## src/source/cabinet_pkg.sv

```systemverilog
// Control-path definitions for the cabinet logic: game codes, download indices and joystick bits
package cabinet_pkg;

	// ========================================================================
	// Game selection
	// ========================================================================

	// Code written to download index 1 by the loader
	typedef enum logic [1:0] {
		GAME_TAPPER  = 2'd0,
		GAME_TIMBER  = 2'd1,
		GAME_DOTRON  = 2'd2,
		GAME_JOURNEY = 2'd3
	} game_t;

	// ========================================================================
	// Download stream
	// ========================================================================

	localparam logic [7:0] IDX_ROM  = 8'd0;
	localparam logic [7:0] IDX_GAME = 8'd1;
	localparam logic [7:0] IDX_DIP  = 8'd254;

	localparam int IOCTL_ADDR_W = 25;

	// ========================================================================
	// Joystick words and board ports
	// ========================================================================

	localparam int JOY_W = 16;

	// Bit positions inside one player joystick word
	localparam int JOY_RIGHT  = 0;
	localparam int JOY_LEFT   = 1;
	localparam int JOY_DOWN   = 2;
	localparam int JOY_UP     = 3;
	localparam int JOY_FIRE_A = 4;
	localparam int JOY_FIRE_B = 5;
	localparam int JOY_FIRE_C = 6;
	localparam int JOY_FIRE_D = 7;
	// Bits 8 and 9 carry the rotate buttons, unused here
	localparam int JOY_START1 = 10;
	localparam int JOY_START2 = 11;
	localparam int JOY_COIN   = 12;

	// DIP switch bytes loaded at index 254
	localparam int DIP_BANKS = 8;

	// One active-low board input port
	typedef logic [7:0] port_byte_t;

endpackage

```

## src/source/audio_pkg.sv

```systemverilog
// Audio-path definitions shared by the mixer and its testbench: sample type and clamp limits
package audio_pkg;

	// Board and PCM samples are two's complement
	typedef logic signed [15:0] sample_t;

	// Saturation limits for the Journey blend
	localparam sample_t SAMPLE_MAX = 16'sh7fff;
	localparam sample_t SAMPLE_MIN = 16'sh8000;

endpackage

```

## src/source/audio_mixer.sv

```systemverilog
// Board audio output stage; pass-through, or saturating PCM blend for Journey
module audio_mixer (
	input  logic                 clk_sys,
	input  logic                 rst_n,
	input  cabinet_pkg::game_t   game,
	input  audio_pkg::sample_t   board_l,
	input  audio_pkg::sample_t   board_r,
	input  audio_pkg::sample_t   wav_pcm,
	output audio_pkg::sample_t   audio_l,
	output audio_pkg::sample_t   audio_r,
	output logic                 audio_signed
);
	import cabinet_pkg::*;
	import audio_pkg::*;

	logic    journey;
	sample_t mix_l;
	sample_t mix_r;

	// Board sample plus half the PCM track, clamped on overflow
	function automatic sample_t mix_sample(input sample_t board, input sample_t pcm);
		sample_t     half;
		logic [16:0] sum;
		half = pcm >>> 1;
		sum  = {board[15], board} + {half[15], half};
		if (sum[16] != sum[15])
			return sum[16] ? SAMPLE_MIN : SAMPLE_MAX;
		return sample_t'(sum[15:0]);
	endfunction

	assign journey = (game == GAME_JOURNEY);
	assign mix_l   = mix_sample(board_l, wav_pcm);
	assign mix_r   = mix_sample(board_r, wav_pcm);

	always_ff @(posedge clk_sys) begin
		if (!rst_n) begin
			audio_l      <= '0;
			audio_r      <= '0;
			audio_signed <= 1'b0;
		end else begin
			audio_l      <= journey ? mix_l : board_l;
			audio_r      <= journey ? mix_r : board_r;
			audio_signed <= journey;
		end
	end

endmodule

```

## config.mk

```make
export PLATFORM = sky130hd
export DESIGN_NAME = audio_mixer
export DESIGN_NICKNAME = d
export VERILOG_FILES = /design/src/source/cabinet_pkg.sv /design/src/source/audio_pkg.sv /design/src/source/audio_mixer.sv
export SDC_FILE = /design/constraint.sdc
export NUM_CORES = 1
export LEC_CHECK = 0
export BUFFER_PORTS_ARGS = -buffer_cell sky130_fd_sc_hd__buf_4
export CORE_MARGIN = 3
export CORE_UTILIZATION = 54
export CTS_CLUSTER_DIAMETER = 80
export DETAILED_ROUTE_END_ITERATION = 7
export GPL_TIMING_DRIVEN = 0
export PLACE_DENSITY_LB_ADDON = 0.05
export SLEW_MARGIN = 20
export SYNTH_ARGS = -nofsm -noshare
export SYNTH_HDL_FRONTEND = slang
export SYNTH_SLANG_ARGS = --single-unit
```

## constraint.sdc

```tcl
create_clock -name clk_sys -period 2.96 [get_ports clk_sys]
set_clock_uncertainty 0.05 [all_clocks]
set_input_delay 0.148 -clock clk_sys [delete_from_list [all_inputs] [get_ports clk_sys]]
set_output_delay 0.148 -clock clk_sys [all_outputs]
set_load 0.05 [all_outputs]
```

==> flow_metrics.env <==
export IMPL_outcome="completed"
export IMPL_cts_repair_resized=0
export IMPL_drive_above_1_share=0.255
export IMPL_gp_congestion=0.964
export IMPL_syn_inst=392
export IMPL_synth_top_family_by_area="compound AO/OA/AOI/OAI gates"
export IMPL_postLayoutCoreUtil=0.710
export IMPL_worstSetupPathType="in -> reg"
export IMPL_power_density_mw_per_mm2=477
export IMPL_syn_num_nets=478
export IMPL_numPortBuffers=83
export IMPL_grt_pass1_vias=3079
export IMPL_pin_count=85
export IMPL_dr_pass1_iters=5
export IMPL_clockBufferDepth=2
export IMPL_path_max_fanout=10
export IMPL_cts_root_buf="clkbuf_8"
export IMPL_dpl_cell_area_sq_mm=0.00384
export IMPL_hold_path_class="in -> reg"
export IMPL_fp_row_count=27
export IMPL_grt_pass1_wl_microns=14800
export IMPL_yosys_area_share_simple=0.125
export IMPL_maxCapViolCount=0
export IMPL_antenna_found_initial=0
export IMPL_worstMarginPinSlew_ns=0.581
export IMPL_synth_area_top_cells="dfxtp_1 (21%), ha_1 (13%), a21oi_1 (10%), o21ai_0 (6.9%), maj3_2 (4.0%)"
export IMPL_p_leak_nw=1.77
export IMPL_period_minus_slack_ns=2.46
export IMPL_hold_viol_final=0
export IMPL_synth_compound_area_frac=0.348
export IMPL_drt_wirelength_per_cell_microns=16.8
export IMPL_pre_cts_slack_ns=0.255
export IMPL_ys_flop_type="dfxtp_1"
export IMPL_clock_sinks=33
export IMPL_irDropWorstVdd_mv=0.317
export IMPL_ant_nets=0
export IMPL_die_area_sq_mm=0.00674
export IMPL_worstPathArrival_ns=2.64
export IMPL_yosysTopAreaCell="dfxtp_1"
export IMPL_yosys_warnings=0
export IMPL_dp_hpwl_microns=7450
export IMPL_max_clock_freq_ghz=0.406
export IMPL_hp_start="game[0]"
export IMPL_via_per_inst=6.04
export IMPL_ys_types=53
export IMPL_synth_mux_area_frac=0
export IMPL_synthTopCellsByCount="a21oi_1 (63), o21ai_0 (43), dfxtp_1 (33), ha_1 (32)"
export IMPL_ys_seq_area_frac=0.211
export IMPL_synth_top_area_share=0.211
export IMPL_grt_max_degree=11
export IMPL_max_slew_margin_rel=0.609
export IMPL_end_kind="flip-flop"
export IMPL_final_setup_viol_count=0
export IMPL_nets=568
export IMPL_startpoint_type="input pin"
export IMPL_cts_tree="yes"
export IMPL_grt_ovfl_total=0
export IMPL_setup_ws_ns=0.496
export IMPL_fin_setup_tns_ns=0
export IMPL_route_detailed_drc=0
export IMPL_coreArea_sq_mm=0.00557
export IMPL_via_count=3354
export IMPL_finalWirelength_microns=9310
export IMPL_synth_most_common_cell="a21oi_1"
export IMPL_drt_iter0_drc=215
export IMPL_synth_area_sq_mm=0.00313
export IMPL_clk_pin_slew_ns=0.07
export IMPL_synth_edf_count=0
export IMPL_stdcell_area_sq_mm=0.00396
export IMPL_final_period_utilization=0.832
export IMPL_avgSynthCellArea_sq_um=7.98
export IMPL_worst_endpoint_required_ns=3.14
export IMPL_async_flop_share=0
export IMPL_initial_utilization=0.561
export IMPL_grt_usage=0.286
export IMPL_hold_path_depth=2
export IMPL_cts_hold_buf=0
export IMPL_postCtsSetupRepairBufs=0
export IMPL_fp_dieW_microns=82.1
export IMPL_drv_slew=0
export IMPL_rsz0062_at_grt="false"
export IMPL_die_h_microns=82.1
export IMPL_numCtsBuffers=5
export IMPL_yosys_area_share_adder=0.200
export IMPL_synth_xor_area_frac=0.0696
export IMPL_synth_ff_latch_count=33
export IMPL_cts_max_level=2
export IMPL_startpoint="wav_pcm[1]"
export IMPL_synthToLayoutAreaGrowth_pct=26.5
export IMPL_n_antenna_cell=0
## layout make-up
class	instances	area (sq um)
multi-input combinational	326	2320
fill	494	1620
sequential	33	661
timing repair buffer	83	623
buffer	19	92.6
tap	72	90.1
clock buffer	7	86.3
inverter	14	52.6
clock inverter	1	30.0
## cells in the final DEF (no fill, tap or decap), types with 6 or more instances in the layout
cell type and count:
nor2_1 18, a21o_1 13, o21ai_0 43, nand3_1 6, xnor2_1 13, o21ai_1 14, ha_1 32, a21oi_1 63
xor2_1 10, clkbuf_1 12, maj3_2 11, nand2_1 18, nor3_1 8, buf_4 85, nand4_1 9, maj3_1 6
inv_1 14, a31oi_1 6, dfxtp_1 33, clkbuf_8 6
## routing by layer
| layer | wire [microns] | global-route usage | share of wire | up-vias |
|---|---|---|---|---|
| li1 | - | - | - | 1638 |
| met4 | 233 | 0.0930 | 0.025 | 0 |
| met5 | 0 | 0 | 0 | - |
| met1 | 4190 | 0.386 | 0.45 | 1554 |
| met3 | 713 | 0.0456 | 0.077 | 17 |
| met2 | 4170 | 0.465 | 0.45 | 145 |
## worst max-delay path, cell delays in order
cell and delay [ns]:
buf_4 0.10, ha_1 0.16, inv_1 0.06, fa_1 0.40, nand2b_1 0.18, a21oi_1 0.32, o211ai_2 0.19, nand3_1 0.20
o21ai_2 0.17, buf_2 0.24, maj3_1 0.34, a21oi_1 0.14
## worst paths after layout
path / endpoint / slack [ns]
setup / recovery: audio_l[6] / 0.50
hold / removal: audio_signed / 0.07
## cells by family after synthesis
kind of cell,Yosys count
AO/OA/AOI/OAI,173
XOR/XNOR,24
adder cells (fa/ha/maj),51
buffers and inverters,33
flip-flops,33
AND/OR/NAND/NOR,78
## stage by stage
stage	instances	hold slack, ns	power, mW
final	555	0.0742	1.89
after global routing	555	0.0684	2.00
after CTS	555	0.0666	1.88
after detailed placement	547	0.373	1.43
after global placement	547	0.354	1.41
after floorplan	392	0.244	1.18
## report_power, final
| part | switching (mW) | leakage (nW) | internal, mW |
|---|---|---|---|
| registers | 0.0108 | 0.276 | 0.483 |
| logic | 0.566 | 1.43 | 0.368 |
| clock network | 0.184 | 0.0585 | 0.275 |
| total | 0.761 | 1.77 | 1.13 |
## state kept, by name, indices dropped and copies added (netlist names)
signal        count
audio_l          16
audio_r          16
audio_signed      1
Power figures use the tool's default switching activity.
