## config.mk

```make
export PLATFORM = sky130hd
export DESIGN_NAME = reset_sequencer
export DESIGN_NICKNAME = d
export VERILOG_FILES = /design/src/source/reset_sequencer.sv
export SDC_FILE = /design/constraint.sdc
export NUM_CORES = 1
export LEC_CHECK = 0
export BUFFER_PORTS_ARGS = -buffer_cell sky130_fd_sc_hd__buf_2
export CORE_ASPECT_RATIO = 1.25
export CORE_MARGIN = 4
export CORE_UTILIZATION = 45
export CTS_CLUSTER_DIAMETER = 150
export DETAILED_ROUTE_END_ITERATION = 16
export PLACE_DENSITY = 0.65
export SLEW_MARGIN = 20
export SYNTH_ARGS = -nofsm -noshare
export SYNTH_HDL_FRONTEND = slang
export SYNTH_SLANG_ARGS = --single-unit
```

## constraint.sdc

```tcl
create_clock -name clk_sys -period 3.9 [get_ports clk_sys]
set_input_delay 0.195 -clock clk_sys [delete_from_list [all_inputs] [get_ports clk_sys]]
set_output_delay 0.195 -clock clk_sys [all_outputs]
set_load 0.02 [all_outputs]
```

## src/source/reset_sequencer.sv

```systemverilog
// Board reset generation; holds reset until the ROM is loaded and then adds one late pulse
module reset_sequencer #(
	parameter int unsigned RESET_HOLD = 65535
) (
	input  logic clk_sys,
	input  logic rst_n,
	input  logic reset_request,
	input  logic rom_loading,
	input  logic rom_loaded,
	output logic core_reset
);

	localparam int CNT_W = $clog2(RESET_HOLD + 1);

	logic             cause;
	logic [CNT_W-1:0] hold_count;

	// Anything that keeps the board from running
	assign cause = reset_request || rom_loading || !rom_loaded;

	always_ff @(posedge clk_sys) begin
		if (!rst_n) begin
			hold_count <= CNT_W'(RESET_HOLD);
			core_reset <= 1'b1;
		end else begin
			// Restart the countdown while any cause is present
			if (cause)
				hold_count <= CNT_W'(RESET_HOLD);
			else if (hold_count != '0)
				hold_count <= hold_count - 1'b1;

			// Second pulse once the board has been running for a while
			core_reset <= cause || (hold_count == CNT_W'(1));
		end
	end

	// No board activity before the download stage reports a full ROM
	a_hold_until_loaded: assert property (@(posedge clk_sys) disable iff (!rst_n)
		!rom_loaded |=> core_reset)
		else $error("core_reset low after rom_loaded was low");

endmodule

```

==> flow_summary.yaml, run 1 <==
synthesis:
  ys_types: 32
  synth.most_common_cell: "dfxtp_1"
  syn_area_sq_um: 873
  synthArstFlopShare_pct: 0
  synth_edf_count: 0
  synthFlopType: "dfxtp_1"
  yosysTopAreaCell: "dfxtp_1"
  synth_nets: 110
  ys_warn_count: 0
  synth_top_area_share_pct: 39.0
  synthTopCellsByCount: "dfxtp_1 (17), nand3_1 (8), nand2_1 (7), nor2_1 (7), o21ai_0 (6)"
  synth_cells: 103
  synth.ff_latch_count: 17
  syn_avg_cell_area_sq_um: 8.48
  ys_top_cells_by_area: "dfxtp_1 (39%), nand3_1 (4.6%), and4_1 (4.0%), o21ai_0 (3.4%), o211ai_1 (3.4%)"
  yosysSeqAreaShare_pct: 39.0
route:
  drt-initial-drc-count: 23
  detail_route.drc_violations: 0
  drtPass1Iterations: 4
  vias_per_cell: 5.93
  ant_nets: 0
  routed-via-count: 753
  wl_microns: 1700
  wl_per_cell_microns: 13.4
placed_design:
  port_buffers: 5
  dp_cells: 123
  place_area_sq_um: 907
  place_hpwl_microns: 1210
  place_congestion: 0.814
power:
  peakVddDrop_mv: 0.191
  p_leak_nw: 0.342
  power.density_nw_per_um2: 294
finish:
  syn2layout_area_growth_pct: 6.88
  num_antenna_cells: 0
  final_cells: 127
  design_area_sq_um: 933
  drive_above_1_share_pct: 13.0
  nets: 116
global_routing:
  grt_overflow_total: 0
  antenna_found_initial: 0
  grt_pass1_vias: 600
  grt_first_pass_wirelength_microns: 2790
  grt_max_degree: 18
  grt_use_total_pct: 13.6
timing:
  clock_skew_ns: 0.00325
  max-slew-margin-rel_pct: 62.3
  finalMaxSlewViolations: 0
  holdWs_ns: 0.294
  finalSetupTns_ns: 0
  timing.final.crit_period_ns: 2.03
  period_share_pct: 52.1
  worst_slew_pin_slew_ns: 0.560
  rsz0062_at_grt: "no"
  fmax_mhz: 492
  finalHoldViolations: 0
  setup_viol: 0
floorplanning:
  die_y_microns: 57.3
  initial_core_util_pct: 48.3
  die-area_sq_um: 2710
  ios: 6
  die_w_microns: 47.4
  num_rows: 17
  core_area_sq_um: 1810
worst_setup_path:
  setup.worst_path.end_class: "register"
  worstPathRequired_ns: 4.12
  crit_family: "simple AND/OR/NAND/NOR gates"
  cp_cell_sequence: "inv_1, ha_1, nor3b_2, nand4_1, and4_1, o21ai_0"
  crit_path_start_kind: "register"
  rrSetupSlack_ns: 1.87
  r2r_end: "hold_count[11]"
  crit-reg2reg-launch: "hold_count[0]"
  worst-path-buf-inv: 1
  slowest_stage: "nand4_1"
  setup.worst_path.class: "reg -> reg"
  cp_max_fo: 11
  rr_worst_depth: 6
  cp.arrival_ns: 2.25
  max_stage_delay_ns: 0.44
min_path:
  min_to: "hold_count[0]"
  hold_class: "in -> reg"
  hp-start: "rom_loading"
  min_delay_path_depth: 4
clock_network:
  htree_levels: 1
  cts_tree: "done"
  cts_inserted_buffers: 3
  cts_sinks: 17
  cts_buffer_depth: 2
  clockRootBuffer: "clkbuf_4"
  clk_pin_slew_ns: 0.10
  cts_setup_buffers: 0
  ctsResizeCount: 0
  clk_latency_ns: 0.29
  hold_buffers: 0
job:
  cap_violations: 0
outcome:
  status: "finished, final reports clean"
worst max path at each step:
| stage | to | start | depth (start not counted) | slack (ns) |
|---|---|---|---|---|
| 3_5_place_dp | hold_count[11] | hold_count[0] | 6 | 1.92 |
| 4_1_cts | hold_count[11] | hold_count[0] | 6 | 1.90 |
| 6_report | hold_count[11] | hold_count[0] | 6 | 1.87 |
| 2_1_floorplan | hold_count[9] | hold_count[0] | 7 | 2.22 |
| 3_3_place_gp | hold_count[11] | hold_count[0] | 6 | 2.02 |
| 5_1_grt | hold_count[11] | hold_count[0] | 6 | 1.65 |
cell type report:
type                            instances  area, sq um
Fill cell                             165          875
Multi-Input combinational cell         76          492
Sequential cell                        17          340
Timing Repair Buffer                    6         32.5
Clock buffer                            4         26.3
Tap cell                               19         23.8
Inverter                                5         18.8
cell families after synthesis:
| kind of cell | after synthesis | synth area share (%) |
|---|---|---|
| buf+inv | 10 | 4.73 |
| compound gates | 23 | 17.2 |
| xor+xnor | 2 | 2.01 |
| simple gates | 49 | 34.2 |
| fa+ha+maj | 2 | 2.86 |
| flops | 17 | 39.0 |
worst reg2reg max path, cell delays in order, from the launching register on:
cell     delay [ns]
dfxtp_1        0.34
inv_1          0.11
ha_1           0.19
nor3b_2        0.42
nand4_1        0.44
and4_1         0.35
o21ai_0        0.12
registers in the layout (all words and copies together) (netlist names):
register	cells
core_reset	1
hold_count	16
cells in the final DEF, fill, tap and decap left out, types with 2 or more instances in the layout:
master	Yosys	routed
or4_1	4	4
clkbuf_4	0	3
buf_2	3	5
and4_1	4	4
a31oi_1	4	4
dfxtp_1	17	17
a31o_2	2	2
nand3_1	8	8
o21ai_0	6	6
inv_1	5	5
nor4_1	2	2
nor2_1	7	7
o31ai_1	2	2
ha_1	2	2
o211ai_1	4	4
nor3_1	4	4
and3_1	2	2
o21ai_1	3	3
nand2_1	7	7
nand4_1	3	3
per-stage QoR:
| step | power, mW | utilization, % | setup slack (ns) |
|---|---|---|---|
| 2_1_floorplan | 0.181 | - | 2.22 |
| 3_3_place_gp | 0.184 | 50.2 | 2.02 |
| 3_5_place_dp | 0.184 | 50.2 | 1.92 |
| 4_1_cts | 0.276 | 51.6 | 1.90 |
| 5_1_grt | 0.289 | 51.6 | 1.65 |
| 6_report | 0.275 | 51.6 | 1.87 |
where the power goes:
part           switching [mW]  leakage (nW)  internal [mW]  total [mW]
sequential           0.000313         0.138          0.174       0.174
clock                  0.0548        0.0150         0.0397      0.0945
combinational         0.00299         0.189        0.00271     0.00571
total                  0.0581         0.342          0.216       0.275
metal layers:
layer  track usage (%)  up-vias  part of all wire [%]
met4              3.56        0                   1.2
met5                 0        -                     0
met2              17.2       21                    42
met3              2.84        5                   4.5
li1                  -      400                     -
met1              22.5      327                    53
(Power assumes the default switching activity.)
==> run 2, diff against run 1 <==
- clock period: 3.9 -> 2.09 ns (I/O delays scaled with it)
==> run 2 against run 1 <==
  * Combinational power is 87% higher
  * Sequential cell count stayed put
  * Routed wire length is 0.77% higher
  * Count of clock-buffer cells in the layout is 1 lower
  * Setup slack worse by 1.7 ns
  * Register-to-register slack worse by 1.7 ns
  * Die area stayed put
  * Design area is 0.94% higher
  * Power is 85% higher
  * Utilization is 0.48 points higher
  * Clock power is 82% higher
==> flow_summary.yaml, run 2 (synthesized netlist as in run 1, its figures left out) <==
timing:
  setup_slack_ns: 0.216
  max-slew-margin-rel_pct: 62.6
  finalMaxSlewViolations: 0
  timing.final.crit_period_ns: 1.87
  period_share_pct: 89.6
  fmax_mhz: 534
  rsz0062_at_grt: "no"
  setup_viol: 0
  clock_skew_ns: 0.00512
  holdWs_ns: 0.209
  worst_slew_pin_slew_ns: 0.556
  finalSetupTns_ns: 0
  finalHoldViolations: 0
global_routing:
  grt_overflow_total: 0
  antenna_found_initial: 0
  grt_pass1_vias: 684
  grt_max_degree: 18
  grt_use_total_pct: 14.7
  grt_first_pass_wirelength_microns: 2970
clock_network:
  cts_tree: "done"
  clk_latency_ns: 0.28
  ctsResizeCount: 0
  htree_levels: 1
  clk_pin_slew_ns: 0.10
  cts_inserted_buffers: 3
  clockRootBuffer: "clkbuf_4"
  cts_sinks: 17
  cts_buffer_depth: 2
route:
  wl_per_cell_microns: 13.4
  vias_per_cell: 6.06
  ant_nets: 0
  detail_route.drc_violations: 0
  routed-via-count: 776
  wl_microns: 1710
  drtPass1Iterations: 4
  drt-initial-drc-count: 16
placed_design:
  place_hpwl_microns: 1240
  place_area_sq_um: 907
  dp_worst_setup_slack_ns: 0.0778
  place_congestion: 0.750
  port_buffers: 5
worst_setup_path:
  slowest_stage: "or4_1"
  cp_cell_sequence: "inv_1, ha_1, nor3b_2, nand2_1, or4_1, nand3_1"
  worstPathRequired_ns: 2.32
  max_stage_delay_ns: 0.52
  crit_path_start_kind: "register"
  cp_max_fo: 9
  setup.worst_path.class: "reg -> reg"
  cp.arrival_ns: 2.11
  setup.worst_path.end_class: "register"
job:
  cap_violations: 0
min_path:
  hold_class: "in -> reg"
finish:
  largest_reg_flops: 16
  syn2layout_area_growth_pct: 7.88
  design_area_sq_um: 942
  fillCellCount: 173
  num_antenna_cells: 0
  mostFrequentLayoutCell: "dfxtp_1"
  top_register: "hold_count"
  layout_common_cells: "dfxtp_1 (17), nand3_1 (8), nand2_1 (7), nor2_1 (7), o21ai_0 (6)"
  nets: 117
  reg_top3: "hold_count (16), core_reset (1)"
  drive_above_1_share_pct: 14.7
floorplanning:
  initial_core_util_pct: 48.3
  die-area_sq_um: 2710
  core_area_sq_um: 1810
  die_y_microns: 57.3
  die_w_microns: 47.4
  ios: 6
  num_rows: 17
power:
  power.density_nw_per_um2: 539
  p_leak_nw: 0.349
  total_power_uw: 508
  peakVddDrop_mv: 0.444
outcome:
  status: "finished, final reports clean"
-- run 2: what timing repair did --
item,CTS,global route
hold buffers,0,0
setup endpoints to repair,0,6
hold endpoints to repair,0,0
buffers inserted,0,1
-- run 2: layer usage --
layer / up-vias / track usage, % / share of wire (%)
li1: 403 / - / -
met3: 4 / 2.84 / 2.4
met1: 359 / 20.1 / 47
met2: 10 / 22.6 / 49
met4: 0 / 4.74 / 1.5
met5: - / 0 / 0
-- run 2: through the flow --
step                std cells  util [%]
floorplan                 103         -
global placement          123      50.2
detailed placement        123      50.2
CTS                       127      51.7
global route              128      52.1
finish                    128      52.1
-- run 2: layout make-up --
type / instances / area (sq um) / share of cell area (%)
multi-input cells: 76 / 492 / 52.2
flip-flops and latches: 17 / 340 / 36.1
repair buffers: 7 / 40.0 / 4.25
well taps: 19 / 23.8 / 2.52
clock buffers: 3 / 22.5 / 2.39
inverters: 5 / 18.8 / 1.99
clock inverters: 1 / 5.00 / 0.531
-- run 2: final timing paths --
| path | from | endpoint | slack (ns) | cells after the start |
|---|---|---|---|---|
| max reg2reg | hold_count[0] | hold_count[12] | 0.22 | 6 |
| max | hold_count[0] | hold_count[12] | 0.22 | 6 |
| min | reset_request | hold_count[3] | 0.21 | 4 |
| min reg2reg | hold_count[14] | hold_count[14] | 0.53 | 2 |
-- run 2: worst max-delay path: cells and delay by family (launching register included) --
family	cells	cell delay [ns]
adders and majority gates	1	0.19
buffers and inverters	1	0.11
DFF	1	0.34
and+or+nand+nor	4	1.18
-- run 2: where the power goes --
group / leakage [nW] / switching [mW] / internal [mW]
sequential: 0.138 / 0.000508 / 0.325
clock: 0.0177 / 0.101 / 0.0710
combinational: 0.194 / 0.00560 / 0.00506
==> run 3, diff against run 2 <==
- CELL_PAD_IN_SITES_DETAIL_PLACEMENT: not set -> 0
- CELL_PAD_IN_SITES_GLOBAL_PLACEMENT: not set -> 1
- CORE_UTILIZATION: 45 -> 39
- PLACE_DENSITY: 0.65 -> 0.75
- clock period: 2.09 -> 1.6 ns (I/O delays scaled with it)
==> run 3 against run 2 <==
  * First-iteration DRC count up 88%
  * Routed wire length up 20%
  * Cell count up 23%
  * Maximum frequency up 22%
  * Global-route usage about the same
  * Non-clock buffer count up 19
  * Critical path type unchanged
  * Largest power group unchanged
==> flow_summary.yaml, run 3 (synthesized netlist as in run 1, its figures left out) <==
clock_network:
  clockRootBuffer: "clkbuf_4"
  cts_tree: "done"
  clk_latency_ns: 0.29
  cts_buffer_depth: 2
  clk_pin_slew_ns: 0.10
  htree_levels: 1
  hold_buffers: 0
  cts_sinks: 17
  cts_inserted_buffers: 3
finish:
  reg_top3: "hold_count (16), core_reset (1)"
  syn2layout_area_growth_pct: 34.4
  nets: 136
  layout_common_cells: "buf_4 (19), dfxtp_1 (15), nor2_1 (7), nand3_1 (7), nand2_1 (6)"
  final_cells: 158
  drive_above_1_share_pct: 36.7
  top_register: "hold_count"
  mostFrequentLayoutCell: "buf_4"
  fin_util_pct: 57.3
  largest_reg_flops: 16
  num_antenna_cells: 0
  design_area_sq_um: 1170
timing:
  timing.final.crit_period_ns: 1.54
  setup_viol: 0
  rsz0062_at_grt: "yes"
  clock_skew_ns: 0.000968
  finalMaxSlewViolations: 0
  finalHoldViolations: 0
  period_share_pct: 96.0
  fmax_mhz: 651
  max-slew-margin-rel_pct: 74.4
  worst_slew_pin_slew_ns: 0.381
worst_setup_path:
  rrSetupSlack_ns: 0.06
  r2r_end: "hold_count[2]"
  crit-reg2reg-launch: "hold_count[1]"
  cp_max_fo: 5
  rr_worst_depth: 6
  setup.worst_path.class: "reg -> reg"
  cp.arrival_ns: 1.74
  crit_path_start_kind: "register"
  worstPathRequired_ns: 1.80
  setup.worst_path.end_class: "register"
route:
  detail_route.drc_violations: 0
  drtPass1Iterations: 7
  drt-initial-drc-count: 30
  ant_nets: 0
  vias_per_cell: 5.45
  wl_per_cell_microns: 12.9
  wl_microns: 2050
  routed-via-count: 861
floorplanning:
  die_y_microns: 60.9
  die_w_microns: 50.3
  core_area_sq_um: 2050
  initial_core_util_pct: 42.6
  num_rows: 18
  die-area_sq_um: 3070
  ios: 6
placed_design:
  dp_cells: 150
  place_congestion: 0.831
  port_buffers: 5
  place_area_sq_um: 1060
  place_hpwl_microns: 1410
global_routing:
  antenna_found_initial: 0
  grt_first_pass_wirelength_microns: 3500
  grt_max_degree: 18
  grt_overflow_total: 0
  grt_use_total_pct: 14.7
  grt_pass1_vias: 865
min_path:
  hold_class: "in -> reg"
  hp-start: "reset_request"
  min_to: "hold_count[1]"
  min_delay_path_depth: 4
power:
  p_sw_share_pct: 22.5
  pwr-share-clk_pct: 35.1
  power.switching_uw: 154
  p_leak_nw: 0.479
  power_frac_seq_pct: 61.9
  p_int_uw: 533
  p_comb_share_pct: 3.0
  peakVddDrop_mv: 0.517
  power.density_nw_per_um2: 585
job:
  cap_violations: 0
outcome:
  status: "finished, final reports clean"
-- run 3: cell count changes in the layout (fill, tap and decap cells not counted), sizes merged --
cell,previous run,this run
buf,7,26
clkbuf,3,4
clkinv,1,0
-- run 3: repair_timing --
item,CTS,global route
setup endpoints to repair,4,9
pin swaps,0,10
resized for setup,2,13
setup buffers,1,3
-- run 3: per-layer routing --
layer	share of wire, %	vias up	track usage [%]	wire, microns
met2	47	18	26.5	960
met4	1.2	0	4.62	25
met1	49	393	17.5	994
met5	0	-	0	0
met3	3.2	6	2.95	66
li1	-	444	-	-
-- run 3: area by class of cell --
| class | count | area [sq um] |
|---|---|---|
| timing repair buffer | 26 | 199 |
| fill | 200 | 876 |
| tap | 30 | 37.5 |
| inverter | 5 | 18.8 |
| multi-input combinational | 76 | 549 |
| clock buffer | 4 | 26.3 |
| sequential | 17 | 343 |
-- run 3: power groups by stage --
stage,sequential (mW),combinational [mW],clock (mW)
after floorplan,0.436,0.00573,0
after global placement,0.435,0.0183,0
after detailed placement,0.435,0.0187,0
after CTS,0.425,0.0188,0.245
after global routing,0.425,0.0227,0.265
final,0.425,0.0205,0.241
-- run 3: worst max path at each step --
stage,startpoint,to,cells after the start
floorplan,hold_count[1],hold_count[9],7
global placement,hold_count[8],hold_count[10],4
detailed placement,hold_count[8],hold_count[15],4
CTS,hold_count[1],hold_count[9],6
global route,hold_count[1],hold_count[5],7
finish,hold_count[1],hold_count[2],6
-- run 3: through the flow --
step | worst slack, ns | power [mW] | TNS [ns] | hold WS, ns
after detailed placement | 0.00190 | 0.454 | 0 | 0.454
after global routing | -0.0245 | 0.713 | -0.0380 | 0.156
after global placement | -0.00935 | 0.453 | -0.00935 | 0.446
after CTS | 0.00522 | 0.688 | 0 | 0.144
after floorplan | 0.00171 | 0.442 | 0 | 0.254
final | 0.0638 | 0.687 | 0 | 0.141
-- run 3: critical path, stage by stage (launching register included) --
cell and delay (ns):
dfxtp_2 0.34, inv_2 0.07, ha_4 0.13, nor3b_4 0.26
nand4_1 0.19, buf_4 0.21, a31o_2 0.24
