**config.mk**
```make
export PLATFORM = sky130hd
export DESIGN_NAME = control_mapper
export DESIGN_NICKNAME = d
export VERILOG_FILES = /design/src/source/cabinet_pkg.sv /design/src/source/control_mapper.sv
export SDC_FILE = /design/constraint.sdc
export NUM_CORES = 1
export LEC_CHECK = 0
export ABC_CLOCK_PERIOD_IN_PS = 900
export BUFFER_PORTS_ARGS = -buffer_cell sky130_fd_sc_hd__buf_2
export CELL_PAD_IN_SITES_DETAIL_PLACEMENT = 1
export CELL_PAD_IN_SITES_GLOBAL_PLACEMENT = 1
export CORE_MARGIN = 1.5
export CORE_UTILIZATION = 21
export DETAILED_ROUTE_END_ITERATION = 16
export PLACE_DENSITY_LB_ADDON = 0.1
export SYNTH_ARGS = -nofsm -noshare
export SYNTH_HDL_FRONTEND = slang
export SYNTH_SLANG_ARGS = --single-unit
export TNS_END_PERCENT = 5
```
**constraint.sdc**
```tcl
create_clock -name clk_sys -period 0.9 [get_ports clk_sys]
set_input_delay 0 -clock clk_sys [delete_from_list [all_inputs] [get_ports clk_sys]]
set_output_delay 0 -clock clk_sys [all_outputs]
set_load 0.02 [all_outputs]
```
**src/source/cabinet_pkg.sv**
```systemverilog
// Control-path definitions for the cabinet logic: game codes, download indices and joystick bits
package cabinet_pkg;

	// ========================================================================
	// Game selection
	// ========================================================================

	// Code written to download index 1 by the loader
	typedef enum logic [1:0] {
		GAME_TAPPER  = 2'd0,
		GAME_TIMBER  = 2'd1,
		GAME_DOTRON  = 2'd2,
		GAME_JOURNEY = 2'd3
	} game_t;

	// ========================================================================
	// Download stream
	// ========================================================================

	localparam logic [7:0] IDX_ROM  = 8'd0;
	localparam logic [7:0] IDX_GAME = 8'd1;
	localparam logic [7:0] IDX_DIP  = 8'd254;

	localparam int IOCTL_ADDR_W = 25;

	// ========================================================================
	// Joystick words and board ports
	// ========================================================================

	localparam int JOY_W = 16;

	// Bit positions inside one player joystick word
	localparam int JOY_RIGHT  = 0;
	localparam int JOY_LEFT   = 1;
	localparam int JOY_DOWN   = 2;
	localparam int JOY_UP     = 3;
	localparam int JOY_FIRE_A = 4;
	localparam int JOY_FIRE_B = 5;
	localparam int JOY_FIRE_C = 6;
	localparam int JOY_FIRE_D = 7;
	// Bits 8 and 9 carry the rotate buttons, unused here
	localparam int JOY_START1 = 10;
	localparam int JOY_START2 = 11;
	localparam int JOY_COIN   = 12;

	// DIP switch bytes loaded at index 254
	localparam int DIP_BANKS = 8;

	// One active-low board input port
	typedef logic [7:0] port_byte_t;

endpackage

```
**src/source/control_mapper.sv**
```systemverilog
// Player controls to board input ports; per-game layouts, registered and active low
module control_mapper (
	input  logic                           clk_sys,
	input  logic                           rst_n,
	input  logic [cabinet_pkg::JOY_W-1:0]  joystick_1,
	input  logic [cabinet_pkg::JOY_W-1:0]  joystick_2,
	input  cabinet_pkg::game_t             game,
	input  cabinet_pkg::port_byte_t        dip_bank [cabinet_pkg::DIP_BANKS],
	output cabinet_pkg::port_byte_t        input_0,
	output cabinet_pkg::port_byte_t        input_1,
	output cabinet_pkg::port_byte_t        input_2,
	output cabinet_pkg::port_byte_t        input_3,
	output logic                           landscape
);
	import cabinet_pkg::*;

	logic [JOY_W-1:0] joy;
	logic             service;
	logic             start1;
	logic             start2;
	logic             coin;
	port_byte_t       next_0;
	port_byte_t       next_1;
	port_byte_t       next_2;
	logic             next_landscape;

	// ========================================================================
	// Combined controls
	// ========================================================================

	assign joy     = joystick_1 | joystick_2;
	assign service = dip_bank[1][0];
	assign start1  = joy[JOY_START1];
	assign start2  = joy[JOY_START2];
	// Dotron also takes a coin from either start button
	assign coin    = joy[JOY_COIN] || ((game == GAME_DOTRON) && (start1 || start2));

	// ========================================================================
	// Per-game port layout
	// ========================================================================

	always_comb begin
		next_landscape = 1'b1;
		next_0 = ~{service, 3'b000, start2, start1, 1'b0, coin};
		next_1 = ~{3'b000, joy[JOY_FIRE_A], joy[JOY_UP], joy[JOY_DOWN],
			joy[JOY_LEFT], joy[JOY_RIGHT]};
		next_2 = next_1;

		case (game)
			GAME_TIMBER: begin
				// Separate controls for each player
				next_1 = ~{2'b00, joystick_1[JOY_FIRE_A], joystick_1[JOY_FIRE_B],
					joystick_1[JOY_UP], joystick_1[JOY_DOWN],
					joystick_1[JOY_LEFT], joystick_1[JOY_RIGHT]};
				next_2 = ~{2'b00, joystick_2[JOY_FIRE_A], joystick_2[JOY_FIRE_B],
					joystick_2[JOY_UP], joystick_2[JOY_DOWN],
					joystick_2[JOY_LEFT], joystick_2[JOY_RIGHT]};
			end
			GAME_DOTRON: begin
				next_0 = ~{service, 2'b00, joy[JOY_FIRE_A], start2, start1, 1'b0, coin};
				// Spinner port, idle
				next_1 = ~8'h00;
				next_2 = ~{1'b0, joy[JOY_FIRE_B], joy[JOY_FIRE_C], joy[JOY_FIRE_D],
					joy[JOY_DOWN], joy[JOY_UP], joy[JOY_RIGHT], joy[JOY_LEFT]};
			end
			GAME_JOURNEY: begin
				next_landscape = 1'b0;
				next_0 = ~{service, 2'b00, joy[JOY_FIRE_A], start2, start1, 1'b0, coin};
				next_1 = ~{4'b0000, joy[JOY_DOWN], joy[JOY_UP], joy[JOY_RIGHT],
					joy[JOY_LEFT]};
				next_2 = ~{3'b000, joy[JOY_FIRE_A], joy[JOY_DOWN], joy[JOY_UP],
					joy[JOY_RIGHT], joy[JOY_LEFT]};
			end
			default: begin
				// Tapper layout as set above
			end
		endcase
	end

	always_ff @(posedge clk_sys) begin
		if (!rst_n) begin
			input_0   <= 8'hff;
			input_1   <= 8'hff;
			input_2   <= 8'hff;
			input_3   <= 8'hff;
			landscape <= 1'b1;
		end else begin
			input_0   <= next_0;
			input_1   <= next_1;
			input_2   <= next_2;
			// DIP bytes arrive in board polarity already
			input_3   <= dip_bank[0];
			landscape <= next_landscape;
		end
	end

	// DIP byte 0 reaches the board unchanged one cycle after the download stage
	a_dip_port: assert property (@(posedge clk_sys) disable iff (!rst_n)
		$past(rst_n) |-> input_3 == $past(dip_bank[0]))
		else $error("input_3 does not follow DIP byte 0");

endmodule

```
==> impl_metrics.toml, run 1 <==
[worst_setup_path]
cpMaxStageDelayCell = "dlygate4sd3_1"
crit_buf_inv = 2
critPathTopFamily = "buffers and inverters"
cpPeakStageDelay_ns = 0.54
crit_path_end_kind = "flop"
worstSetupStartpointType = "primary input"
crit_type = "in -> reg"
crit_required_ns = 1.11
path_cells = "dlygate4sd3_1 -> buf_2 -> nor3_4 -> a21oi_1 -> a21oi_2"
cp.arrival_ns = 1.06
path_max_fanout = 3

[run_status]
status = "completed"

[global_routing]
gr-usage-met1_pct = 12.0
grt_pass1_wl_um = 4670
track_usage_pct = 11.1
use_met3_pct = 2.57
grt_max_degree = 20
grtUsageMet2_pct = 20.9
overflow = 0
grt_busiest_layer = "met2"
grt_pass1_vias = 1059
antenna_found_initial = 0

[sta]
slew_violations = 0
max_freq_mhz = 1180
fin_hold_ws_ns = 0.0442
finalCritPeriodShare_pct = 93.9
rsz0062_at_grt = "no"
worst_slack_ns = 0.0548
hold_viol = 0
fin_crit_ns = 0.845
tns_ns = 0
finalSetupViolCount = 0

[hold_path]
hold_class = "in -> reg"

[final_layout]
multi_input_area_um2 = 422
antenna_cells = 0
drive_above_1_share_pct = 39.1
syn_to_final_growth_pct = 57.6
fill_cells = 597
register_area_um2 = 541
fin_area_um2 = 1680
nets = 298

[yosys]
async_flop_share_pct = 0
synth_edf_count = 0
synth_cells = 113
avgSynthCellArea_um2 = 9.42
yosysWarningCount = 0
yosysSeqAreaShare_pct = 50.8
ys_seq_elements = 27
synthFlopType = "dfxtp_1"
ys_types = 28
synth_area_um2 = 1060

[drt]
drtIter0Drc = 13
routed_wl_um = 2850
avgViaCountPerCell = 3.94
vias = 1041
postRouteAntennaNets = 0
drc_errors = 0
first_pass_iters = 4
wl_per_cell_um = 10.8

[floorplanning]
die-area_um2 = 5510
initial_utilization_pct = 22.1
die_x_um = 74.2
core-area_um2 = 4820
fp.dieH_um = 74.2
pin_count = 133
rows = 25

[cts]
clock_path_buffers = 2
cts.sinks = 27
cts_tree = "yes"
numCtsBuffers = 3
post_cts_buffers = 0
htree_levels = 1
clk_pin_slew_ns = 0.10
cts_root_buffer = "clkbuf_8"

[placed_design]
io_buffers = 61
post-dp-hpwl_um = 2110
post-place-ws_ns = 0.0108
place.gp.congestion = 0.762
placedInstanceArea_um2 = 1380

[job]
maxCapViolCount = 0

[power_and_ir_drop]
power_density_nw_per_um2 = 1490
ir_drop_mv = 0.543
total_leakage_power_uw = 0.000753
[state kept, by name, indices dropped and copies added (netlist names)]
signal,cells
input_2,7
landscape,1
input_0,5
input_1,6
input_3,8
[final cells by class]
type,count,share of cell area [%]
multi-input combinational,73,25.1
clock inverter,1,0.447
sequential,27,32.2
inverter,6,1.34
tap,67,5.00
clock buffer,3,2.46
timing repair buffer,87,33.4
[synthesized netlist by cell type (2+ instances only)]
| master | count | area share (%) |
|---|---|---|
| a21oi_1 | 6 | 2.8 |
| buf_2 | 2 | 0.94 |
| buf_4 | 7 | 4.9 |
| buf_6 | 2 | 2.1 |
| dfxtp_1 | 27 | 51 |
| inv_1 | 6 | 2.1 |
| nand2_1 | 9 | 3.2 |
| nand2b_1 | 12 | 7.1 |
| nand3_1 | 2 | 0.94 |
| nor2_1 | 14 | 4.9 |
| nor2_2 | 2 | 1.2 |
| o21ai_0 | 2 | 0.94 |
| o21ai_1 | 5 | 2.3 |
| o311ai_1 | 2 | 1.6 |
| o311ai_2 | 2 | 3.1 |
[through the flow]
step	std cells	power (uW)	util, %
floorplan	118	1610	-
global placement	236	1750	28.7
detailed placement	236	1770	28.7
CTS	264	2570	34.7
global route	264	2670	34.8
finish	264	2510	34.8
[cell families after synthesis]
group,after synthesis,synth area share (%)
compound gates,21,14.6
simple gates,46,22.3
buf+inv,18,12.0
flops,27,50.8
other cells,1,0.352
[metal layers]
metal  share of wire (%)  routed length, um
met1                  40               1140
met2                  54               1540
met3                 5.2                147
met4                0.84                 24
met5                   0                  0
[layout by cell type (no fill, tap or decap), drive strengths merged, types with 2 or more instances in the layout]
cell type / n
buf: 63
dfxtp: 27
dlygate4sd3: 24
nor2: 16
nand2b: 13
nand2: 10
a21oi: 7
o21ai: 7
inv: 6
conb: 6
o311ai: 4
clkbuf: 3
nand3: 2
nor3: 2
[path summary, 6_finish.rpt]
kind | start | to | slack (ns) | cells past startpoint
hold / removal | joystick_1[3] | input_1[2]$_SDFF_PN1_ | 0.04 | 4
setup / recovery | joystick_1[4] | input_2[4]$_SDFF_PN1_ | 0.05 | 5
[where the power goes]
group	total [uW]	switching [uW]	internal (uW)
combinational	533	294	239
clock	692	379	314
sequential	1280	15.3	1270
[what timing repair did]
item,CTS,global route
endpoints found under the hold margin,20,0
hold buffers,24,0
resized for setup,0,1
setup endpoints to repair,0,1
(Power assumes the default switching activity.)
==> inputs of run 2 (changes only) <==
--- a/config.mk
+++ b/config.mk
@@ -7,12 +7,10 @@
 export LEC_CHECK = 0
 export ABC_CLOCK_PERIOD_IN_PS = 900
 export BUFFER_PORTS_ARGS = -buffer_cell sky130_fd_sc_hd__buf_2
-export CELL_PAD_IN_SITES_DETAIL_PLACEMENT = 1
-export CELL_PAD_IN_SITES_GLOBAL_PLACEMENT = 1
 export CORE_MARGIN = 1.5
-export CORE_UTILIZATION = 21
+export CORE_UTILIZATION = 34
 export DETAILED_ROUTE_END_ITERATION = 16
-export PLACE_DENSITY_LB_ADDON = 0.1
+export PLACE_DENSITY = 0.84
 export SYNTH_ARGS = -nofsm -noshare
 export SYNTH_HDL_FRONTEND = slang
 export SYNTH_SLANG_ARGS = --single-unit
==> run 2 against run 1 <==
  * Maximum frequency shrank 3.0%
  * Critical path depth unchanged
  * Power decreased by 7.0%
  * Routed wire length fell by 8.8%
  * Final area shrank 2.0%
  * Final cell count fell by 12%
  * First-iteration DRC count increased to 3.6 times the previous value
  * Die area down 37%
  * Sequential power about the same
  * Combinational power is 2% higher
  * Critical path type unchanged
  * Setup slack got worse by 0.026 ns
==> impl_metrics.toml, run 2 (synthesis gave the netlist of run 1 again) <==
[worst_setup_path]
crit_path_end_kind = "flop"
critPathTopFamily = "buffers and inverters"
path_max_fanout = 2
cp.arrival_ns = 1.13
cpPeakStageDelay_ns = 0.54
path_cells = "dlygate4sd3_1 -> buf_2 -> nor4_2 -> nor2_1 -> o31ai_2"
cpMaxStageDelayCell = "dlygate4sd3_1"
crit_required_ns = 1.16
crit_type = "in -> reg"
crit_buf_inv = 2
worstSetupStartpointType = "primary input"

[final_layout]
layout_commonest_cell = "buf_2"
antenna_cells = 0
nets = 301
largest_reg_flops = 8
syn_to_final_growth_pct = 54.4
top_register = "input_3"
drive_above_1_share_pct = 39.0
final_cells = 233
layout_common_cells = "61 x buf_2, 27 x dlygate4sd3_1, 27 x dfxtp_1, 14 x nor2_1, 12 x nand2b_1"
reg.largest.list = "input_3 (8), input_2 (7), input_1 (6)"

[global_routing]
track_usage_pct = 14.4
overflow = 0
grt_pass1_vias = 908
grt_pass1_wl_um = 3800
antenna_found_initial = 0
grt_max_degree = 23

[drt]
first_pass_iters = 4
wl_per_cell_um = 11.1
vias = 1036
drtIter0Drc = 47
postRouteAntennaNets = 0
drc_errors = 0
routed_wl_um = 2600
avgViaCountPerCell = 4.45

[sta]
fin_crit_ns = 0.871
max_freq_mhz = 1150
rsz0062_at_grt = "no"
tns_ns = 0
finalCritPeriodShare_pct = 96.8
hold_viol = 0
slew_violations = 0
finalSetupViolCount = 0

[power_and_ir_drop]
total_leakage_power_uw = 0.000758
total_power_uw = 2330
ir_drop_mv = 0.478
power_density_nw_per_um2 = 1420

[cts]
clock_path_buffers = 2
cts_tree = "yes"
cts_hold_buf = 27
post_cts_buffers = 0
clk_pin_slew_ns = 0.14
numCtsBuffers = 3
cts.sinks = 27
cts_root_buffer = "clkbuf_4"
htree_levels = 1

[floorplanning]
die_x_um = 59.0
rows = 20
initial_utilization_pct = 35.5
core-area_um2 = 3000
die-area_um2 = 3480
pin_count = 133
fp.dieH_um = 59.0

[placed_design]
io_buffers = 61
post-dp-hpwl_um = 1670
dp.cells = 202
place.gp.congestion = 0.666

[run_status]
status = "completed"

[hold_path]
hold_class = "in -> reg"

[job]
maxCapViolCount = 0
==> run 2: cell types whose count changed in the layout (fill, tap and decap cells not counted) <==
cell,before,now
clkbuf_4,0,3
clkbuf_8,3,0
clkinv_2,0,1
clkinvlp_4,1,0
dlygate4sd3_1,24,27
nor3_2,0,1
nor3_4,1,0
nor4_1,1,0
nor4_2,0,1
==> run 2: through the flow <==
stage	hold WS [ns]	instance area, um^2	setup slack [ns]	util (%)
after floorplan	0.0696	1080	0.302	-
after global placement	0.172	1340	0.0558	44.6
after detailed placement	0.178	1340	0.0487	44.6
after CTS	-0.00565	1640	0.0202	54.5
after global routing	-0.00587	1640	0.0147	54.8
final	0.00647	1640	0.0288	54.8
==> run 2: repair_timing <==
item                                    CTS  global route
resized for setup                         0             1
hold endpoints to repair                 24             1
endpoints found under the setup margin    0             1
==> run 2: cell type report <==
type / instances / area [um^2]
Inverter: 6 / 22.5
Timing Repair Buffer: 90 / 591
Fill cell: 260 / 1360
Tap cell: 33 / 41.3
Sequential cell: 27 / 541
Multi-Input combinational cell: 73 / 422
Clock buffer: 3 / 22.5
Clock inverter: 1 / 5.00
==> run 2: layer usage <==
layer | share of wire (%) | vias to the layer above | track usage (%)
li1 | - | 528 | -
met3 | 8.6 | 4 | 3.74
met2 | 46 | 52 | 24.3
met5 | 0 | - | 0
met4 | 1.1 | 0 | 5.84
met1 | 44 | 452 | 17.3
==> run 2: worst paths after layout <==
path | start | endpoint | slack, ns | depth (start not counted)
max | joystick_2[10] | input_0[0]$_SDFF_PN1_ | 0.03 | 5
min | joystick_2[11] | input_0[0]$_SDFF_PN1_ | 0.006 | 4
==> run 2: power by group <==
group,switching (uW),internal [uW],total (uW)
Clock,341,166,508
Combinational,293,248,541
Sequential,15.2,1270,1280
==> run 2: tightest hold or removal path: stages <==
cell and delay (ns):
buf_2 0.09, nor4_2 0.04, nor2_1 0.11, o31ai_2 0.06
==> inputs of run 3 (changes only) <==
--- a/config.mk
+++ b/config.mk
@@ -5,10 +5,11 @@
 export SDC_FILE = /design/constraint.sdc
 export NUM_CORES = 1
 export LEC_CHECK = 0
+export ABC_AREA = 1
 export ABC_CLOCK_PERIOD_IN_PS = 900
 export BUFFER_PORTS_ARGS = -buffer_cell sky130_fd_sc_hd__buf_2
 export CORE_MARGIN = 1.5
-export CORE_UTILIZATION = 34
+export CORE_UTILIZATION = 33
 export DETAILED_ROUTE_END_ITERATION = 16
 export PLACE_DENSITY = 0.84
 export SYNTH_ARGS = -nofsm -noshare
==> run 3 against run 2 <==
  * Setup slack improved by 0.016 ns
  * Final cell count increased by 5.2%
  * Routed wire length increased by 8.9%
  * Via count increased by 2.9%
  * Critical endpoint is now input_0[0]
  * Non-clock buffer count increased by 2
  * Critical path type is now reg -> out
  * Clock-buffer cell count unchanged
  * Largest cell class unchanged
  * Final area about the same
  * Maximum frequency increased by 1.9%
  * Clock power about the same
  * Power about the same
  * Utilization increased by 3.3 points
==> impl_metrics.toml, run 3 <==
[final_layout]
nets = 315
syn_to_final_growth_pct = 61.5
layout_commonest_cell = "buf_2"
drive_above_1_share_pct = 36.4
largest_reg_flops = 8
layout_common_cells = "61 x buf_2, 31 x dlygate4sd3_1, 27 x dfxtp_1, 23 x nand2_1, 12 x nor2_1"
top_register = "input_3"
fin_util_pct = 58.1
reg.largest.list = "input_3 (8), input_2 (7), input_1 (6)"
antenna_cells = 0

[yosys]
ys_seq_elements = 27
async_flop_share_pct = 0
synth_edf_count = 0
synth_common_cells = "27 x dfxtp_1, 23 x nand2_1, 12 x nor2_1"
yosysMostFrequentCell = "dfxtp_1"
synthFlopType = "dfxtp_1"
synth.area.top_cells = "dfxtp_1 53%, nand2_1 8.5%, buf_4 5.2%"
yosysSeqAreaShare_pct = 53.1
synth_top_area_share_pct = 53.1
synth_area_um2 = 1020
avgSynthCellArea_um2 = 8.34
yosysWarningCount = 0
synth_cells = 122
ys_types = 21
yosys.area.top_type = "dfxtp_1"

[floorplanning]
core-area_um2 = 2830
die-area_um2 = 3420
pin_count = 133
initial_utilization_pct = 36.0
rows = 19
die_x_um = 58.5
fp.dieH_um = 58.5

[sta]
tns_ns = 0
max_freq_mhz = 1170
slew_violations = 0
fin_crit_ns = 0.855
finalCritPeriodShare_pct = 95.0
hold_viol = 0
finalSetupViolCount = 0
rsz0062_at_grt = "no"

[global_routing]
overflow = 0
grt_max_degree = 16
grt_pass1_vias = 1048
antenna_found_initial = 0
track_usage_pct = 17.4
grt_pass1_wl_um = 4530

[worst_setup_path]
crit_path_end_kind = "output pin"
startpoint = "input_0[0]$_SDFF_PN1_"
crit_required_ns = 0.90
crit_type = "reg -> out"
path_cells = "buf_2"
path_max_fanout = 1
worstSetupStartpointType = "flop"
cpMaxStageDelayCell = "dfxtp_1"
cp.arrival_ns = 0.86
cpPeakStageDelay_ns = 0.36
crit_buf_inv = 1
critPathTopFamily = "flip-flops"

[run_status]
status = "completed"

[cts]
numCtsBuffers = 3
cts_tree = "yes"
cts.sinks = 27
cts_root_buffer = "clkbuf_4"
clk_pin_slew_ns = 0.15
htree_levels = 1
clock_path_buffers = 2
ctsResizeCount = 0

[hold_path]
hold_class = "in -> reg"
worstHoldStart = "joystick_2[7]"

[power_and_ir_drop]
total_leakage_power_uw = 0.000796
ir_drop_mv = 0.643
power_density_nw_per_um2 = 1420

[drt]
drc_errors = 0
drtIter0Drc = 21
first_pass_iters = 4
postRouteAntennaNets = 0
routed_wl_um = 2830
vias = 1066
wl_per_cell_um = 11.5
avgViaCountPerCell = 4.35

[job]
maxCapViolCount = 0

[placed_design]
place.gp.congestion = 0.854
io_buffers = 61
post-dp-hpwl_um = 1720
run 3: cell types whose count changed after synthesis, sizes merged, moves of 2 or more:
| cell | change |
|---|---|
| nor2 | -3 |
| nand3 | +4 |
| nor3 | -2 |
| nand2b | -13 |
| o311ai | -4 |
| o21ai | +5 |
| inv | +3 |
| or2 | +11 |
| nand2 | +16 |
| buf | -3 |
| a21oi | -2 |
run 3: kinds of logic (layout without fill, tap and decap cells):
logic type / after synthesis / in the layout / synth area share [%]
buffers and inverters: 19 / 106 / 11.3
DFF: 27 / 27 / 53.1
AOI/OAI and AO/OA: 18 / 18 / 9.47
and+or+nand+nor: 57 / 57 / 25.7
other: 1 / 6 / 0.369
run 3: metrics by stage:
stage                     area (um^2)  setup slack, ns  power (uW)  hold slack [ns]  std cells
after floorplan                  1040            0.285        1590           0.0690        127
after global placement           1310            0.137        1730            0.166        210
after detailed placement         1310            0.143        1740            0.168        210
after CTS                        1640           0.0651        2340           0.0110        245
after global routing             1640           0.0205        2460           0.0371        245
final                            1640           0.0447        2330           0.0108        245
run 3: path summary, 6_finish.rpt:
kind,endpoint,slack [ns],depth (start not counted)
max,input_0[0],0.04,1
min,input_2[4]$_SDFF_PN1_,0.01,6
run 3: cell type report:
| class | count | area, um^2 |
|---|---|---|
| clock buffers | 3 | 22.5 |
| clock inverters | 1 | 5.00 |
| fillers | 252 | 1190 |
| inverters | 10 | 40.0 |
| multi-input cells | 81 | 380 |
| flip-flops and latches | 27 | 541 |
| well taps | 31 | 38.8 |
| repair buffers | 92 | 616 |
run 3: report_power, final:
part | internal, uW | switching (uW) | leakage [uW]
sequential | 1270 | 15.5 | 0.000225
combinational | 244 | 297 | 0.000553
clock | 166 | 339 | 0.0000177
total | 1680 | 652 | 0.000796
run 3: what timing repair did:
| item | CTS | global route |
|---|---|---|
| setup buffers | 0 | 0 |
| endpoints found under the hold margin | 26 | 0 |
| hold buffers | 31 | 0 |
run 3: per-layer routing:
layer | share of wire (%) | global-route usage (%)
met5 | 0 | 0
met4 | 1.8 | 6.98
met3 | 7.7 | 3.52
met2 | 50 | 32.3
met1 | 40 | 19.1
